File: config.mk
export PLATFORM = sky130hd
export DESIGN_NAME = reg_reduce_slave
export DESIGN_NICKNAME = d
export VERILOG_FILES = /design/src/axi_lite_pkg.sv /design/src/regmap_pkg.sv /design/src/axi_lite_write_ctrl.sv /design/src/axi_lite_read_ctrl.sv /design/src/reg_bank.sv /design/src/reg_reductions.sv /design/src/reg_reduce_slave.sv
export SDC_FILE = /design/constraint.sdc
export NUM_CORES = 1
export LEC_CHECK = 0
export BUFFER_PORTS_ARGS = -buffer_cell sky130_fd_sc_hd__buf_2
export CORE_MARGIN = 4
export CORE_UTILIZATION = 40
export CTS_CLUSTER_SIZE = 12
export DETAILED_ROUTE_END_ITERATION = 10
export SYNTH_ARGS = -nofsm -noshare
export SYNTH_HDL_FRONTEND = slang
export SYNTH_SLANG_ARGS = --single-unit
File: constraint.sdc
create_clock -name i_clk -period 5.6 [get_ports i_clk]
set_input_delay 0.56 -clock i_clk [delete_from_list [all_inputs] [get_ports i_clk]]
set_output_delay 0.56 -clock i_clk [all_outputs]
set_load 0.02 [all_outputs]
File: src/axi_lite_pkg.sv
// AXI4-Lite bus definitions.
// Widths, payload vector types and the response encoding shared by the slave.

package axi_lite_pkg;

    // ----------------------------------------------------------------------
    // Bus widths
    // ----------------------------------------------------------------------

    // Address width of the bus.
    localparam int AXI_ADDR_W = 32;

    // Data width of the bus.
    localparam int AXI_DATA_W = 32;

    // One strobe bit per data byte.
    localparam int AXI_STRB_W = AXI_DATA_W / 8;

    // Lowest address bit that selects a 32-bit word.
    localparam int AXI_ADDR_LSB = 2;

    // ----------------------------------------------------------------------
    // Payload types
    // ----------------------------------------------------------------------

    // Byte address as seen on AWADDR and ARADDR.
    typedef logic [AXI_ADDR_W-1:0] axi_addr_t;

    // Data word as seen on WDATA and RDATA.
    typedef logic [AXI_DATA_W-1:0] axi_data_t;

    // Byte enables as seen on WSTRB.
    typedef logic [AXI_STRB_W-1:0] axi_strb_t;

    // Response code on BRESP and RRESP.
    typedef enum logic [1:0] {
        RESP_OKAY   = 2'b00,
        RESP_EXOKAY = 2'b01,
        RESP_SLVERR = 2'b10,
        RESP_DECERR = 2'b11
    } axi_resp_t;

endpackage

File: src/regmap_pkg.sv
// Register map definitions.
// Register count, word index, set-bit count and the internal command types.

package regmap_pkg;

    import axi_lite_pkg::*;

    // Number of 32-bit registers in the bank.
    localparam int NUM_REGS = 4;

    // Width of the word index taken from the address.
    localparam int REG_IDX_W = $clog2(NUM_REGS);

    // Index of one register.
    typedef logic [REG_IDX_W-1:0] reg_idx_t;

    // Set-bit count of one data word, 0 to 32 inclusive.
    typedef logic [$clog2(AXI_DATA_W):0] bit_cnt_t;

    // Write command from the write controller to the bank.
    // En is high for exactly one cycle per accepted write.
    typedef struct packed {
        logic      en;
        reg_idx_t  idx;
        axi_data_t data;
        axi_strb_t strb;
    } reg_wr_t;

    // All registers side by side, element 0 in the low word.
    typedef axi_data_t [NUM_REGS-1:0] reg_file_t;

endpackage

File: src/axi_lite_write_ctrl.sv
// AXI4-Lite write channel controller.
// Takes address and data together, issues one register write, returns the response.

`timescale 1ns/1ns

module axi_lite_write_ctrl import axi_lite_pkg::*, regmap_pkg::*; (
    input  logic      i_clk,
    input  logic      i_sync_rst,
    input  logic      i_awvalid,
    input  axi_addr_t i_awaddr,
    input  logic      i_wvalid,
    input  axi_data_t i_wdata,
    input  axi_strb_t i_wstrb,
    input  logic      i_bready,
    output logic      o_awready,
    output logic      o_wready,
    output logic      o_bvalid,
    output reg_wr_t   o_reg_wr
);

    // ----------------------------------------------------------------------
    // Control state
    // ----------------------------------------------------------------------

    // High while no write is in progress.
    logic     r_listen;
    // Shared AWREADY and WREADY pulse.
    logic     r_wr_ready;
    logic     r_bvalid;
    // Word index of the latched write address.
    reg_idx_t r_wr_idx;

    logic     g_latch_awaddr;
    logic     g_wr_fire;
    logic     g_b_taken;

    // Both valids seen while idle.
    assign g_latch_awaddr = r_listen && i_awvalid && i_wvalid;
    // Address and data handshakes complete on the same edge.
    assign g_wr_fire = r_wr_ready && i_awvalid && i_wvalid;
    assign g_b_taken = r_bvalid && i_bready;

    // Listen flag.
    // Cleared on address latch, set again once the response is taken.
    always_ff @(posedge i_clk) begin : listen_flag
        if (i_sync_rst) begin
            r_listen <= 1'b1;
        end else if (g_latch_awaddr) begin
            r_listen <= 1'b0;
        end else if (g_b_taken) begin
            r_listen <= 1'b1;
        end else if (r_wr_ready && !g_wr_fire) begin
            // Master withdrew its valids, so start over.
            r_listen <= 1'b1;
        end
    end

    // One-cycle ready pulse, the cycle after the latch.
    always_ff @(posedge i_clk) begin : gen_ready
        if (i_sync_rst) begin
            r_wr_ready <= 1'b0;
        end else begin
            r_wr_ready <= g_latch_awaddr;
        end
    end

    // Only the word index is kept from the address.
    always_ff @(posedge i_clk) begin : latch_awaddr
        if (g_latch_awaddr) begin
            r_wr_idx <= i_awaddr[AXI_ADDR_LSB +: REG_IDX_W];
        end
    end

    // Response rises with the register update, falls on BREADY.
    always_ff @(posedge i_clk) begin : gen_bvalid
        if (i_sync_rst) begin
            r_bvalid <= 1'b0;
        end else if (g_wr_fire) begin
            r_bvalid <= 1'b1;
        end else if (g_b_taken) begin
            r_bvalid <= 1'b0;
        end
    end

    // ----------------------------------------------------------------------
    // Outputs
    // ----------------------------------------------------------------------

    // Write command uses the data and strobes of the ready cycle.
    always_comb begin : form_reg_wr
        o_reg_wr.en   = g_wr_fire;
        o_reg_wr.idx  = r_wr_idx;
        o_reg_wr.data = i_wdata;
        o_reg_wr.strb = i_wstrb;
    end

    assign o_awready = r_wr_ready;
    assign o_wready  = r_wr_ready;
    assign o_bvalid  = r_bvalid;

endmodule

File: src/axi_lite_read_ctrl.sv
// AXI4-Lite read channel controller.
// Accepts one address at a time and holds the read data until it is taken.

`timescale 1ns/1ns

module axi_lite_read_ctrl import axi_lite_pkg::*, regmap_pkg::*; (
    input  logic      i_clk,
    input  logic      i_sync_rst,
    input  logic      i_arvalid,
    input  axi_addr_t i_araddr,
    input  logic      i_rready,
    input  reg_file_t i_regs,
    output logic      o_arready,
    output logic      o_rvalid,
    output axi_data_t o_rdata
);

    logic      r_arready;
    logic      r_rvalid;
    axi_data_t r_rdata;
    // Word index of the latched read address.
    reg_idx_t  r_rd_idx;

    logic      g_rd_accept;
    logic      g_rd_fire;
    logic      g_r_taken;

    // New address only while idle and no response is pending.
    assign g_rd_accept = i_arvalid && !r_arready && !r_rvalid;
    assign g_rd_fire   = r_arready && i_arvalid;
    assign g_r_taken   = r_rvalid && i_rready;

    // ARREADY pulse, with the address latched on the same edge.
    always_ff @(posedge i_clk) begin : gen_arready
        if (i_sync_rst) begin
            r_arready <= 1'b0;
        end else begin
            r_arready <= g_rd_accept;
        end
    end

    always_ff @(posedge i_clk) begin : latch_araddr
        if (g_rd_accept) begin
            r_rd_idx <= i_araddr[AXI_ADDR_LSB +: REG_IDX_W];
        end
    end

    // Response valid, held until RREADY.
    always_ff @(posedge i_clk) begin : gen_rvalid
        if (i_sync_rst) begin
            r_rvalid <= 1'b0;
        end else if (g_rd_fire) begin
            r_rvalid <= 1'b1;
        end else if (g_r_taken) begin
            r_rvalid <= 1'b0;
        end
    end

    // Addressed word captured at the end of the ARREADY cycle.
    always_ff @(posedge i_clk) begin : capture_rdata
        if (i_sync_rst) begin
            r_rdata <= '0;
        end else if (g_rd_fire) begin
            r_rdata <= i_regs[r_rd_idx];
        end
    end

    assign o_arready = r_arready;
    assign o_rvalid  = r_rvalid;
    assign o_rdata   = r_rdata;

endmodule

File: src/reg_bank.sv
// Register bank of four data words.
// Applies byte-strobed writes and shows every register at its output.

`timescale 1ns/1ns

module reg_bank import axi_lite_pkg::*, regmap_pkg::*; (
    input  logic      i_clk,
    input  logic      i_sync_rst,
    input  reg_wr_t   i_reg_wr,
    output reg_file_t o_regs
);

    // ----------------------------------------------------------------------
    // Storage
    // ----------------------------------------------------------------------

    // All registers, element 0 in the low word.
    reg_file_t r_regs;

    // Byte-strobed write.
    // Only the indexed register changes, and in it only the strobed bytes.
    always_ff @(posedge i_clk) begin : write_regs
        if (i_sync_rst) begin
            r_regs <= '0;
        end else if (i_reg_wr.en) begin
            for (int b = 0; b < AXI_STRB_W; b++) begin
                if (i_reg_wr.strb[b]) begin
                    r_regs[i_reg_wr.idx][b*8 +: 8] <= i_reg_wr.data[b*8 +: 8];
                end
            end
        end
    end

    // ----------------------------------------------------------------------
    // Outputs
    // ----------------------------------------------------------------------

    // Whole bank feeds the read path and the summaries.
    assign o_regs = r_regs;

endmodule

File: src/reg_reductions.sv
// Per-register summaries.
// OR, AND and XOR reductions and a set-bit count, all combinational.

`timescale 1ns/1ns

module reg_reductions import axi_lite_pkg::*, regmap_pkg::*; (
    input  reg_file_t i_regs,
    output logic      o_reg_0_or,
    output logic      o_reg_1_and,
    output logic      o_reg_2_xor,
    output bit_cnt_t  o_reg_3_bit_cnt
);

    // Number of set bits in one data word.
    function automatic bit_cnt_t count_bits(input axi_data_t data);
        bit_cnt_t cnt;
        cnt = '0;
        for (int i = 0; i < AXI_DATA_W; i++) begin
            cnt += bit_cnt_t'(data[i]);
        end
        return cnt;
    endfunction

    // Any bit set in register 0.
    assign o_reg_0_or = |i_regs[0];
    // All bits set in register 1.
    assign o_reg_1_and = &i_regs[1];
    // Odd parity of register 2.
    assign o_reg_2_xor = ^i_regs[2];
    // Population count of register 3.
    assign o_reg_3_bit_cnt = count_bits(i_regs[3]);

endmodule

File: src/reg_reduce_slave.sv
// AXI4-Lite slave with four registers and their summary outputs.
// Connects the write and read controllers, the register bank and the reductions.

`timescale 1ns/1ns

module reg_reduce_slave import axi_lite_pkg::*, regmap_pkg::*; (
    input  logic      i_clk,
    input  logic      i_sync_rst,
    // Write address channel.
    input  logic      i_awvalid,
    input  axi_addr_t i_awaddr,
    output logic      o_awready,
    // Write data channel.
    input  logic      i_wvalid,
    input  axi_data_t i_wdata,
    input  axi_strb_t i_wstrb,
    output logic      o_wready,
    // Write response channel.
    output logic      o_bvalid,
    output axi_resp_t o_bresp,
    input  logic      i_bready,
    // Read address channel.
    input  logic      i_arvalid,
    input  axi_addr_t i_araddr,
    output logic      o_arready,
    // Read data channel.
    output logic      o_rvalid,
    output axi_data_t o_rdata,
    output axi_resp_t o_rresp,
    input  logic      i_rready,
    // Register summaries.
    output logic      o_reg_0_or,
    output logic      o_reg_1_and,
    output logic      o_reg_2_xor,
    output bit_cnt_t  o_reg_3_bit_cnt
);

    reg_wr_t   g_reg_wr;
    reg_file_t g_regs;

    // ----------------------------------------------------------------------
    // Bus side
    // ----------------------------------------------------------------------

    axi_lite_write_ctrl axi_lite_write_ctrl_i (
        .i_clk      (i_clk),
        .i_sync_rst (i_sync_rst),
        .i_awvalid  (i_awvalid),
        .i_awaddr   (i_awaddr),
        .i_wvalid   (i_wvalid),
        .i_wdata    (i_wdata),
        .i_wstrb    (i_wstrb),
        .i_bready   (i_bready),
        .o_awready  (o_awready),
        .o_wready   (o_wready),
        .o_bvalid   (o_bvalid),
        .o_reg_wr   (g_reg_wr)
    );

    axi_lite_read_ctrl axi_lite_read_ctrl_i (
        .i_clk      (i_clk),
        .i_sync_rst (i_sync_rst),
        .i_arvalid  (i_arvalid),
        .i_araddr   (i_araddr),
        .i_rready   (i_rready),
        .i_regs     (g_regs),
        .o_arready  (o_arready),
        .o_rvalid   (o_rvalid),
        .o_rdata    (o_rdata)
    );

    // Every index maps to a register, so no error response exists.
    assign o_bresp = RESP_OKAY;
    assign o_rresp = RESP_OKAY;

    // ----------------------------------------------------------------------
    // Register side
    // ----------------------------------------------------------------------

    reg_bank reg_bank_i (
        .i_clk      (i_clk),
        .i_sync_rst (i_sync_rst),
        .i_reg_wr   (g_reg_wr),
        .o_regs     (g_regs)
    );

    reg_reductions reg_reductions_i (
        .i_regs          (g_regs),
        .o_reg_0_or      (o_reg_0_or),
        .o_reg_1_and     (o_reg_1_and),
        .o_reg_2_xor     (o_reg_2_xor),
        .o_reg_3_bit_cnt (o_reg_3_bit_cnt)
    );

endmodule

Yosys cells after proc, flatten, opt, wreduce, memory -nomap -nowiden
Cells that the tools add are included.
{"block": "totals", "inputBits": 107, "reg_bits": 169, "output_inout_bits": 50, "elab_cells": 97}
{"block": "classes", "order_cmp": 3, "add_sub_neg": 31, "n_mux": 31, "n_reduce_logical": 20}
{"op": "$mux 128", "n": 10}
{"op": "$bwmux 128", "n": 4}
{"op": "$demux 32 s2", "n": 4}
{"op": "$add 6x1->6", "n": 30}
{"op": "$bmux 32 s2", "n": 1}
{"op": "$mux 32", "n": 2}
{"op": "$reduce_and 32->1", "n": 1}
{"op": "$reduce_or 32->1", "n": 1}
{"op": "$reduce_xor 32->1", "n": 1}
{"op": "$mux 24", "n": 1}
{"op": "$mux 16", "n": 1}
{"op": "$logic_and 1x1->1", "n": 11}
{"op": "$mux 8", "n": 1}
{"op": "$mux 1", "n": 7}
{"op": "$lt 2x3->1 const B", "n": 2}
{"op": "$reduce_bool 2->1", "n": 2}
{"op": "$logic_not 1->1", "n": 3}
{"op": "$reduce_bool 3->1", "n": 1}
{"op": "$add 1x1->2", "n": 1}
{"op": "$ge 2x1->1 const B", "n": 1}

Depth between registers and ports, before layout
Gate-level depths: netlist of the first run.
{"block": "logic_depth", "ltp_word": 31, "depth_mapped": 17, "mapped_depth_nobuf": 17}

Cells and area by module
Synthesis of the first run repeated with hierarchy kept, for this count alone.
{"block": "hier_totals", "cells_unflattened": 858, "area_unflattened_um2": 9121.2}
{"mod": "reg_bank", "cells_each": 468, "seq_area_each_um2": 2562.5, "area_each_um2": 5258.8, "n_inst": 1}
{"mod": "axi_lite_read_ctrl", "cells_each": 188, "seq_area_each_um2": 740.7, "area_each_um2": 2120.8, "n_inst": 1}
{"mod": "reg_reductions", "cells_each": 145, "seq_area_each_um2": 0.0, "area_each_um2": 1246.2, "n_inst": 1}
{"mod": "axi_lite_write_ctrl", "cells_each": 52, "seq_area_each_um2": 120.1, "area_each_um2": 461.7, "n_inst": 1}
{"mod": "reg_reduce_slave", "cells_each": 5, "seq_area_each_um2": 0.0, "area_each_um2": 33.8, "n_inst": 1}

Least setup slack after synthesis of the first run
OpenSTA, ideal clock, no wires.
{"block": "synth_timing", "path_type": "reg-to-output", "startpoint": "register reg_bank_i.r_regs, in the netlist reg_bank_i.o_regs[96]", "endpoint": "output o_reg_3_bit_cnt[4]", "required_ns": 5.040, "slack_ns": 0.219, "path_buffers": 0, "stages_incl_launch_ff": 15, "t_arrival_ns": 4.821, "cell_sequence": "dfxtp_1 -> ha_1 -> inv_1 -> fa_1 -> fa_1 -> fa_1 -> fa_1 -> fa_1 -> fa_1 -> fa_1 -> inv_1 -> fa_1 -> a21o_1 -> a21oi_1 -> xnor2_1"}
{"block": "synth_between", "elab_chain_len": 31}
{"element": "from (decl)", "line": "reg_bank.sv:18", "source": "reg_file_t r_regs;"}
{"element": "from (signal, indexed assignment)", "line": "reg_bank.sv:28", "source": "r_regs[i_reg_wr.idx][b*8 +: 8] <= i_reg_wr.data[b*8 +: 8];"}
{"element": "$add 1x1->2", "line": "reg_reductions.sv:19", "source": "cnt += bit_cnt_t'(data[i]);"}
{"element": "$add 6x1->6 (30 in series)", "line": "reg_reductions.sv:19"}
{"element": "to (decl)", "line": "reg_reduce_slave.sv:35", "source": "output bit_cnt_t o_reg_3_bit_cnt"}
No other way between the ends.

Worst setup path in the final report of the first run
{"block": "layout_timing", "startpoint": "register reg_bank_i.r_regs, in the netlist reg_bank_i.o_regs[97]", "endpoint": "output o_reg_3_bit_cnt[4]"}
The elaborated chain is that of the path after synthesis.

==> flow_metrics.env, run 1 <==
export IMPL_failed_checks="negative setup slack"
export IMPL_slew_limit_headroom_pct=31.1
export IMPL_grt_use_total_pct=20.5
export IMPL_avgRoutedWirePerCell_um=18.1
export IMPL_fin_setup_tns_ns=-0.151
export IMPL_vias=6587
export IMPL_worst_slack_ns=-0.139
export IMPL_via_per_inst=5.29
export IMPL_postSynthCellCount=896
export IMPL_yosysSeqAreaShare_pct=42.9
export IMPL_ir_drop_uv=196
export IMPL_fin_crit_sh_pct=102
export IMPL_drcViolationCount=0
export IMPL_arrival_ns=5.18
export IMPL_async_flop_share_pct=0
export IMPL_crit_required_ns=5.04
export IMPL_dp_hpwl_um=15300
export IMPL_cts_buffer_depth=2
export IMPL_crit_path_end_kind="primary output"
export IMPL_holdWs_ns=0.307
export IMPL_area_growth_pct=16.3
export IMPL_cts_made_buffers=17
export IMPL_worst_setup_path_type="register to primary output"
export IMPL_yosysWarningCount=0
export IMPL_hold_violations=0
export IMPL_io_buffers=92
export IMPL_cts_root_buf="clkbuf_16"
export IMPL_crit_chain="ha_4 -> inv_2 -> fa_1 -> fa_1 -> fa_1 -> fa_1 -> fa_1 -> fa_1 -> fa_2 -> inv_2 -> fa_2 -> a21o_1 -> a21oi_2 -> xnor2_2 -> buf_4"
export IMPL_clk_pin_slew_ns=0.06
export IMPL_cts_sinks=169
export IMPL_dieArea_um2=22300
export IMPL_slew_violations=0
export IMPL_syn_avg_cell_area_um2=8.91
export IMPL_die_h_um=149
export IMPL_synth_edf_count=4
export IMPL_cp_start_kind="register"
export IMPL_globalRouteOverflowTotal=0
export IMPL_diodes=0
export IMPL_path_max_fanout=2
export IMPL_path_common_cell="fa_1"
export IMPL_fill_cells=1953
export IMPL_power_leakage_nw=3.43
export IMPL_ant_nets=0
export IMPL_antenna_found_initial=0
export IMPL_power_w=0.00247
export IMPL_initial_core_util_pct=40.9
export IMPL_dp_worst_setup_slack_ns=-0.0934
export IMPL_htreeDepth=4
export IMPL_first_global_vias=6436
export IMPL_syn_area_um2=7990
export IMPL_insertion_delay_ns=0.43
export IMPL_die_w_um=149
export IMPL_rsz0062_at_grt="true"
export IMPL_first_pass_iters=5
export IMPL_routed_wl_um=22500
export IMPL_min_period_ns=5.74
export IMPL_skew_ns=0.00798
export IMPL_setup_viol_count_final=2
export IMPL_num_rows=51
export IMPL_core_um2=19500
export IMPL_crit_buf_inv=3
export IMPL_drive_above_1_share_pct=19.1
export IMPL_critPathTopFamily="adder cells"
export IMPL_ys_types=36
export IMPL_routabilityCongestion=0.863
export IMPL_grt_pass1_wl_um=35600
export IMPL_num_io_pins=157
export IMPL_drt_initial_drc_count=372
export IMPL_ys_seq_elements=169
export IMPL_maxCapViolCount=0
export IMPL_postCtsHoldBufs=0
export IMPL_status="finished with violations"
export IMPL_hp_class="input pin to register"
export IMPL_cts_tree="yes"
export IMPL_grt_start_max_net_pins=99
export IMPL_slowest_stage="fa_1"
export IMPL_worst_slew_pin_transition_ns=1.03
export IMPL_synth_flop_cell="dfxtp_1"
export IMPL_cellPowerDensity_nw_per_um2=266
export IMPL_max_stage_delay_ns=0.52
export IMPL_nets=1106
export IMPL_fmax_ghz=0.174
## Yosys cell counts, types with 5 or more instances
master      n  area [µm²]
a21oi_1   140         701
buf_1       7        26.3
buf_2       6        30.0
buf_4       6        45.0
clkbuf_1   38         143
dfxtp_1   165        3300
fa_1       24         480
ha_1        8         100
inv_1      47         176
mux2i_1    24         240
mux4_2     32         721
nand2_1   183         687
nand4_1    10        62.6
nor2_1     40         150
nor4_1      8        50.1
o21ai_0    87         435
o21ai_1    10        50.1
xnor2_1    29         254
xor2_1      5        43.8
## worst reg2reg max path, delay by kind of cell (launching register included)
family / cells / cell delay (ns)
simple gates: 4 / 2.14
flops: 1 / 0.36
compound gates: 1 / 0.15
## worst paths after layout
check,start,end,slack [ns],depth (start not counted)
worst max-delay path,reg_bank_i.o_regs[97]$_SDFFE_PP0P_,o_reg_3_bit_cnt[4],-0.14,15
worst min-delay path,i_araddr[3],axi_lite_read_ctrl_i.r_rd_idx[1]$_DFFE_PP_,0.31,1
worst max register to register,axi_lite_write_ctrl_i.o_awready$_SDFF_PP0_,reg_bank_i.o_regs[71]$_SDFFE_PP0P_,2.89,5
worst min register to register,axi_lite_read_ctrl_i.o_rdata[17]$_SDFFE_PP0P_,axi_lite_read_ctrl_i.o_rdata[17]$_SDFFE_PP0P_,0.45,2
## cells by family after synthesis
group,synth area share [%]
simple gates,13.6
flops,42.9
other cells,0.0470
buf+inv,5.26
xor+xnor,3.73
compound gates,15.2
mux,12.0
fa+ha+maj,7.27
## layer usage
layer	global-route usage (%)	wire length (µm)
met3	3.28	1180
met2	32.7	10700
met5	0	0
met1	28.9	10300
met4	5.90	368
## timing repair
action                                  CTS  global route
pin swaps                                12             6
buffers inserted                          0             1
hold endpoints to repair                  0             0
endpoints found under the setup margin    5             5
gates resized for setup                  15             8
## registers in the layout (all words and copies together), names as in the netlist, 2 cells and up
signal and flops:
reg_bank_i.o_regs 128, axi_lite_read_ctrl_i.r_rd_idx 2, axi_lite_read_ctrl_i.o_rdata 32, axi_lite_write_ctrl_i.r_wr_idx 2
## cells in the final DEF, fill, tap and decap left out, types with 6 or more instances in the layout
cell type | Yosys | layout
nand4_1 | 10 | 10
o21ai_1 | 10 | 10
nor2_1 | 40 | 40
dfxtp_1 | 165 | 161
ha_1 | 8 | 6
buf_2 | 6 | 86
clkbuf_16 | 0 | 17
nor4_1 | 8 | 8
nand2_1 | 183 | 183
mux2i_1 | 24 | 24
xnor2_1 | 29 | 28
buf_4 | 6 | 17
mux4_2 | 32 | 32
o21ai_0 | 87 | 87
inv_1 | 47 | 45
a21oi_1 | 140 | 139
fa_1 | 24 | 21
## area by class of cell
cell class,count,area (µm²),area share [%]
Timing Repair Buffer,106,592,6.37
Inverter,47,176,1.90
Sequential cell,169,3430,36.9
Clock buffer,19,433,4.66
Clock inverter,13,118,1.27
Multi-Input combinational cell,626,4210,45.3
Tap cell,265,332,3.57
## metrics by stage
stage	cell area, µm²	cells	util (%)
floorplan	8000	899	-
global placement	8650	1212	44.3
detailed placement	8650	1212	44.3
CTS	9250	1244	47.4
global route	9290	1245	47.6
finish	9290	1245	47.6
## power breakdown
group	total (W)	internal, W	switching, W
clock	0.00113	0.000616	0.000511
sequential	0.00122	0.00121	0.00000428
combinational	0.000125	0.0000362	0.0000887
Power figures use the tool's default switching activity.
==> inputs of run 2 (changes only) <==
--- a/config.mk
+++ b/config.mk
@@ -5,11 +5,13 @@
 export SDC_FILE = /design/constraint.sdc
 export NUM_CORES = 1
 export LEC_CHECK = 0
+export ABC_AREA = 1
 export BUFFER_PORTS_ARGS = -buffer_cell sky130_fd_sc_hd__buf_2
 export CORE_MARGIN = 4
 export CORE_UTILIZATION = 40
 export CTS_CLUSTER_SIZE = 12
 export DETAILED_ROUTE_END_ITERATION = 10
+export SLEW_MARGIN = 20
 export SYNTH_ARGS = -nofsm -noshare
 export SYNTH_HDL_FRONTEND = slang
 export SYNTH_SLANG_ARGS = --single-unit
==> run 2 against run 1 <==
The run still ends with negative setup slack left. Worst hold slack gained 0.0079 ns. Clock-buffer cell count did not move. Combinational power is 85% higher. Utilization fell by 1.4 points. Largest cell class unchanged. Largest power group is now clock.
==> flow_metrics.env, run 2 <==
export IMPL_status="finished with violations"
export IMPL_failed_checks="negative setup slack"
export IMPL_post_place_cells=1583
export IMPL_rr_worst_depth=6
export IMPL_fin_crit_sh_pct=103
export IMPL_first_global_vias=7424
export IMPL_insertion_delay_ns=0.43
export IMPL_largest_register_ffs=128
export IMPL_area_growth_pct=12.8
export IMPL_vias=7966
export IMPL_num_rows=54
export IMPL_synth_edf_count=4
export IMPL_dp_hpwl_um=17300
export IMPL_cp_start_kind="register"
export IMPL_internal_power_w=0.00202
export IMPL_nets=1464
export IMPL_worst_slew_pin_transition_ns=1.04
export IMPL_pwr_share_seq_pct=45.4
export IMPL_io_buffers=92
export IMPL_num_io_pins=157
export IMPL_ys_seq_elements=169
export IMPL_fin_setup_tns_ns=-0.519
export IMPL_drt_initial_drc_count=673
export IMPL_min_delay_path_depth=1
export IMPL_p_sw_w=0.000691
export IMPL_yosysSeqAreaShare_pct=38.1
export IMPL_ant_nets=0
export IMPL_final_common_cell="nand2_1"
export IMPL_yosysTopAreaCellShare_pct=36.7
export IMPL_slowest_stage="fa_1"
export IMPL_clkPwrFrac_pct=46.1
export IMPL_postSynthCellCount=1270
export IMPL_reg2reg_to="axi_lite_read_ctrl_i.o_rdata[12]$_SDFFE_PP0P_"
export IMPL_skew_ns=0.0107
export IMPL_dieArea_um2=24900
export IMPL_fmax_ghz=0.174
export IMPL_holdWs_ns=0.315
export IMPL_worst_slack_ns=-0.159
export IMPL_crit_chain="ha_4 -> inv_2 -> fa_1 -> fa_1 -> fa_1 -> fa_1 -> fa_1 -> fa_1 -> fa_2 -> inv_2 -> fa_2 -> buf_4 -> xor2_1 -> buf_4"
export IMPL_final_cell_mix="nand2_1, inv_1, a21oi_1"
export IMPL_fill_cells=2228
export IMPL_worst_setup_path_type="register to primary output"
export IMPL_hold_violations=0
export IMPL_ir_drop_uv=168
export IMPL_yosysWarningCount=0
export IMPL_crit_buf_inv=4
export IMPL_cts_tree="yes"
export IMPL_drcViolationCount=0
export IMPL_ys_types=33
export IMPL_path_common_cell="fa_1"
export IMPL_stdcell_count=1618
export IMPL_slew_violations=0
export IMPL_via_per_inst=4.92
export IMPL_globalRouteOverflowTotal=0
export IMPL_syn_area_um2=8990
export IMPL_clk_pin_slew_ns=0.07
export IMPL_yosysMostFrequentCell="inv_1"
export IMPL_max_stage_delay_ns=0.58
export IMPL_syn_avg_cell_area_um2=7.08
export IMPL_diodes=0
export IMPL_p_sw_share_pct=25.5
export IMPL_synth_area_leader_cell="dfxtp_1"
export IMPL_setup_viol_count_final=5
export IMPL_antenna_found_initial=0
export IMPL_min_period_ns=5.76
export IMPL_arrival_ns=5.20
export IMPL_cellPowerDensity_nw_per_um2=268
export IMPL_avgRoutedWirePerCell_um=15.1
export IMPL_synth_flop_cell="dfxtp_1"
export IMPL_die_w_um=158
export IMPL_grt_use_total_pct=20.0
export IMPL_path_max_fanout=2
export IMPL_netlist_top_cells_count="inv_1, nand2_1, a21oi_1"
export IMPL_slew_limit_headroom_pct=30.9
export IMPL_dp_worst_setup_slack_ns=0.0636
export IMPL_maxCapViolCount=0
export IMPL_r2r_setup_slack_ns=3.19
export IMPL_cts_root_buf="clkbuf_16"
export IMPL_die_h_um=158
export IMPL_routabilityCongestion=0.831
export IMPL_grt_pass1_wl_um=39400
export IMPL_core_um2=22000
export IMPL_yosys_top_cells_area="dfxtp_1, a21oi_1, o21ai_0"
export IMPL_initial_core_util_pct=40.9
export IMPL_min_to="axi_lite_write_ctrl_i.r_wr_idx[0]$_DFFE_PP_"
export IMPL_cts_buffer_depth=2
export IMPL_hp_class="input pin to register"
export IMPL_crit_required_ns=5.04
export IMPL_critPathTopFamily="adder cells"
export IMPL_p_comb_share_pct=8.5
export IMPL_grt_start_max_net_pins=73
export IMPL_routed_wl_um=24400
export IMPL_rsz0062_at_grt="true"
export IMPL_cts_sinks=169
export IMPL_power_leakage_nw=4.53
export IMPL_drive_above_1_share_pct=14.9
export IMPL_htreeDepth=4
export IMPL_first_pass_iters=5
export IMPL_cts_made_buffers=17
export IMPL_min_delay_start="i_awaddr[2]"
export IMPL_async_flop_share_pct=0
export IMPL_reg2reg_from="axi_lite_read_ctrl_i.r_rd_idx[0]$_DFFE_PP_"
export IMPL_crit_path_end_kind="primary output"
==> run 2: changes by cell type in the layout (fill, tap and decap cells not counted), moves of 26 or more <==
cell,change
nor2_1,+27
o21ai_1,+26
a21oi_1,+53
o21ai_0,+100
mux4_2,-32
inv_1,+162
==> run 2: cell families after synthesis <==
family	after synthesis	synth area share (%)
AOI/OAI and AO/OA	426	24.1
xor gates and xnor gates	10	0.974
adders and majority gates	32	6.46
buffers and inverters	301	14.3
DFF	169	38.1
other	1	0.0417
and+or+nand+nor	331	16.0
==> run 2: power groups by stage <==
stage	clock network [W]	registers (W)	logic [W]
global route	0.00132	0.00124	0.000258
global placement	0	0.00126	0.000231
floorplan	0	0.00128	0.000132
finish	0.00125	0.00123	0.000231
detailed placement	0	0.00126	0.000231
CTS	0.00127	0.00123	0.000232
==> run 2: final cells by class <==
type	instances	area, µm²	area share (%)
inverter	234	881	8.68
multi-input combinational	803	4330	42.7
clock inverter	13	166	1.64
tap	280	350	3.45
clock buffer	19	453	4.46
sequential	169	3430	33.8
timing repair buffer	100	534	5.27
==> run 2: worst max path at each step <==
stage                                    end  slack (ns)  depth (start not counted)                               start
final                     o_reg_3_bit_cnt[2]       -0.16                         14  reg_bank_i.o_regs[96]$_SDFFE_PP0P_
after global placement    o_reg_3_bit_cnt[4]        0.06                         15  reg_bank_i.o_regs[96]$_SDFFE_PP0P_
after detailed placement  o_reg_3_bit_cnt[4]        0.06                         15  reg_bank_i.o_regs[96]$_SDFFE_PP0P_
after floorplan           o_reg_3_bit_cnt[4]        0.26                         14  reg_bank_i.o_regs[96]$_SDFFE_PP0P_
after global routing      o_reg_3_bit_cnt[4]       -0.32                         15  reg_bank_i.o_regs[96]$_SDFFE_PP0P_
after CTS                 o_reg_3_bit_cnt[4]       -0.17                         15  reg_bank_i.o_regs[96]$_SDFFE_PP0P_
==> run 2: what timing repair did <==
action / 4_1_cts / 5_1_grt
hold buffers: 0 / 0
cloned: 0 / 0
setup endpoints to repair: 5 / 5
gates resized for setup: 16 / 0
pin swaps: 10 / 0
setup buffers: 3 / 0
==> run 2: metal layers <==
metal / global-route usage [%] / share of wire [%] / wire length [µm] / up-vias
li1: - / - / - / 4163
met1: 29.0 / 49 / 11900 / 3561
met2: 31.1 / 44 / 10700 / 219
met3: 3.34 / 5.8 / 1420 / 23
met4: 5.28 / 1.4 / 343 / 0
met5: 0 / 0 / 0 / -
==> run 2: through the flow <==
stage,area [µm²],util [%],total power (W)
floorplan,9000,-,0.00141
global placement,9440,43.0,0.00149
detailed placement,9440,43.0,0.00149
CTS,10100,46.2,0.00274
global route,10100,46.2,0.00282
finish,10100,46.2,0.00272
==> inputs of run 3 (changes only) <==
--- a/config.mk
+++ b/config.mk
@@ -9,8 +9,9 @@
 export BUFFER_PORTS_ARGS = -buffer_cell sky130_fd_sc_hd__buf_2
 export CORE_MARGIN = 4
 export CORE_UTILIZATION = 40
-export CTS_CLUSTER_SIZE = 12
+export CTS_CLUSTER_SIZE = 28
 export DETAILED_ROUTE_END_ITERATION = 10
+export SETUP_SLACK_MARGIN = 0.1
 export SLEW_MARGIN = 20
 export SYNTH_ARGS = -nofsm -noshare
 export SYNTH_HDL_FRONTEND = slang
==> run 3 against run 2 <==
The flow still finishes with violations (negative setup slack). Critical endpoint unchanged. Worst setup slack improved by 0.00073 ns. Maximum frequency barely moved. Critical path type unchanged. Largest cell class unchanged. First-iteration DRC count fell by 0.30%.
==> flow_metrics.env, run 3 (synthesis gave the netlist of run 2 again) <==
export IMPL_crit_required_ns=5.04
export IMPL_diodes=0
export IMPL_stdcell_count=1618
export IMPL_arrival_ns=5.20
export IMPL_postCtsHoldBufs=0
export IMPL_cts_buffer_depth=2
export IMPL_worst_slew_pin_transition_ns=1.04
export IMPL_power_w=0.00272
export IMPL_insertion_delay_ns=0.43
export IMPL_cts_tree="yes"
export IMPL_routabilityCongestion=0.831
export IMPL_p_sw_share_pct=25.4
export IMPL_skew_ns=0.0107
export IMPL_largest_register_ffs=128
export IMPL_min_period_ns=5.76
export IMPL_io_buffers=92
export IMPL_die_h_um=158
export IMPL_internal_power_w=0.00203
export IMPL_num_io_pins=157
export IMPL_rsz0062_at_grt="true"
export IMPL_final_cell_mix="nand2_1, inv_1, a21oi_1"
export IMPL_cts_root_buf="clkbuf_16"
export IMPL_crit_start="reg_bank_i.o_regs[96]$_SDFFE_PP0P_"
export IMPL_setup_viol_count_final=5
export IMPL_cellPowerDensity_nw_per_um2=268
export IMPL_grt_start_max_net_pins=73
export IMPL_p_comb_share_pct=8.5
export IMPL_core_um2=22000
export IMPL_first_global_vias=7424
export IMPL_hold_violations=0
export IMPL_vias=7944
export IMPL_crit_path_end_kind="primary output"
export IMPL_die_w_um=158
export IMPL_clkPwrFrac_pct=46.1
export IMPL_path_max_fanout=2
export IMPL_drt_initial_drc_count=671
export IMPL_via_per_inst=4.91
export IMPL_nets=1464
export IMPL_p_sw_w=0.000691
export IMPL_worst_setup_path_type="register to primary output"
export IMPL_power_leakage_nw=4.53
export IMPL_cts_made_buffers=17
export IMPL_dieArea_um2=24900
export IMPL_hp_class="input pin to register"
export IMPL_dp_worst_setup_slack_ns=0.0636
export IMPL_maxCapViolCount=0
export IMPL_dp_hpwl_um=17300
export IMPL_post_place_cells=1583
export IMPL_pwr_share_seq_pct=45.4
export IMPL_slew_violations=0
export IMPL_slew_limit_headroom_pct=30.8
export IMPL_cts_sinks=169
export IMPL_min_delay_start="i_awaddr[2]"
export IMPL_failed_checks="negative setup slack"
export IMPL_antenna_found_initial=0
export IMPL_holdWs_ns=0.315
export IMPL_status="finished with violations"
export IMPL_initial_core_util_pct=40.9
export IMPL_final_common_cell="nand2_1"
export IMPL_ir_drop_uv=168
export IMPL_worst_slack_ns=-0.158
export IMPL_grt_use_total_pct=20.0
export IMPL_globalRouteOverflowTotal=0
export IMPL_final_cell_area_um2=10200
export IMPL_drive_above_1_share_pct=14.9
export IMPL_grt_pass1_wl_um=39400
export IMPL_reg2reg_from="axi_lite_read_ctrl_i.r_rd_idx[0]$_DFFE_PP_"
export IMPL_area_growth_pct=12.9
export IMPL_avgRoutedWirePerCell_um=15.1
export IMPL_drcViolationCount=0
export IMPL_clk_pin_slew_ns=0.07
export IMPL_cp_start_kind="register"
export IMPL_place_area_um2=9440
export IMPL_routed_wl_um=24400
export IMPL_htreeDepth=4
export IMPL_fin_crit_sh_pct=103
export IMPL_ant_nets=0
export IMPL_first_pass_iters=5
export IMPL_num_rows=54
export IMPL_fmax_ghz=0.174
run 3: cell count changes in the layout (fill, tap and decap cells not counted):
cell | before | now
buf_2 | 88 | 87
buf_6 | 1 | 2
run 3: per-layer routing:
layer	GRT usage [%]	routed length (µm)	vias to the layer above
li1	-	-	4163
met1	29.0	11900	3545
met2	31.1	10800	213
met3	3.34	1410	23
met4	5.28	343	0
met5	0	0	-
run 3: what timing repair did:
action / in CTS / in global routing
setup endpoints to repair: 6 / 6
buffers inserted: 3 / 0
gates resized for setup: 16 / 2
pin swaps: 10 / 0
run 3: final timing paths:
path                                                        end  slack (ns)  cells after the start
setup / recovery                             o_reg_3_bit_cnt[2]       -0.16                     14
setup reg to reg  axi_lite_read_ctrl_i.o_rdata[12]$_SDFFE_PP0P_        3.19                      6
hold reg to reg              reg_bank_i.o_regs[25]$_SDFFE_PP0P_        0.47                      2
hold / removal      axi_lite_write_ctrl_i.r_wr_idx[0]$_DFFE_PP_        0.31                      1
run 3: cell type report:
type                       count  area (µm²)
clock buffer                  19         453
inverter                     234         881
fill                        2226       11800
timing repair buffer         100         541
tap                          280         350
sequential                   169        3430
clock inverter                13         166
multi-input combinational    803        4330
run 3: per-stage QoR:
step	utilization, %	TNS [ns]
final	46.2	-0.515
after CTS	46.2	-0.655
after global routing	46.2	-1.37
after global placement	43.0	0
after detailed placement	43.0	0
after floorplan	-	0
run 3: critical path: stages, from the launching register on:
cell and delay (ns):
dfxtp_4 0.36, ha_4 0.26, inv_2 0.03, fa_1 0.52, fa_1 0.46, fa_1 0.55, fa_1 0.45, fa_1 0.50
fa_1 0.58, fa_2 0.23, inv_2 0.05, fa_2 0.36, buf_4 0.14, xor2_1 0.13, buf_4 0.16
run 3: power by group through the flow:
stage | Clock, W | Combinational [W] | Sequential [W]
floorplan | 0 | 0.000132 | 0.00128
global route | 0.00132 | 0.000259 | 0.00124
finish | 0.00125 | 0.000232 | 0.00123
detailed placement | 0 | 0.000231 | 0.00126
global placement | 0 | 0.000231 | 0.00126
CTS | 0.00127 | 0.000232 | 0.00123
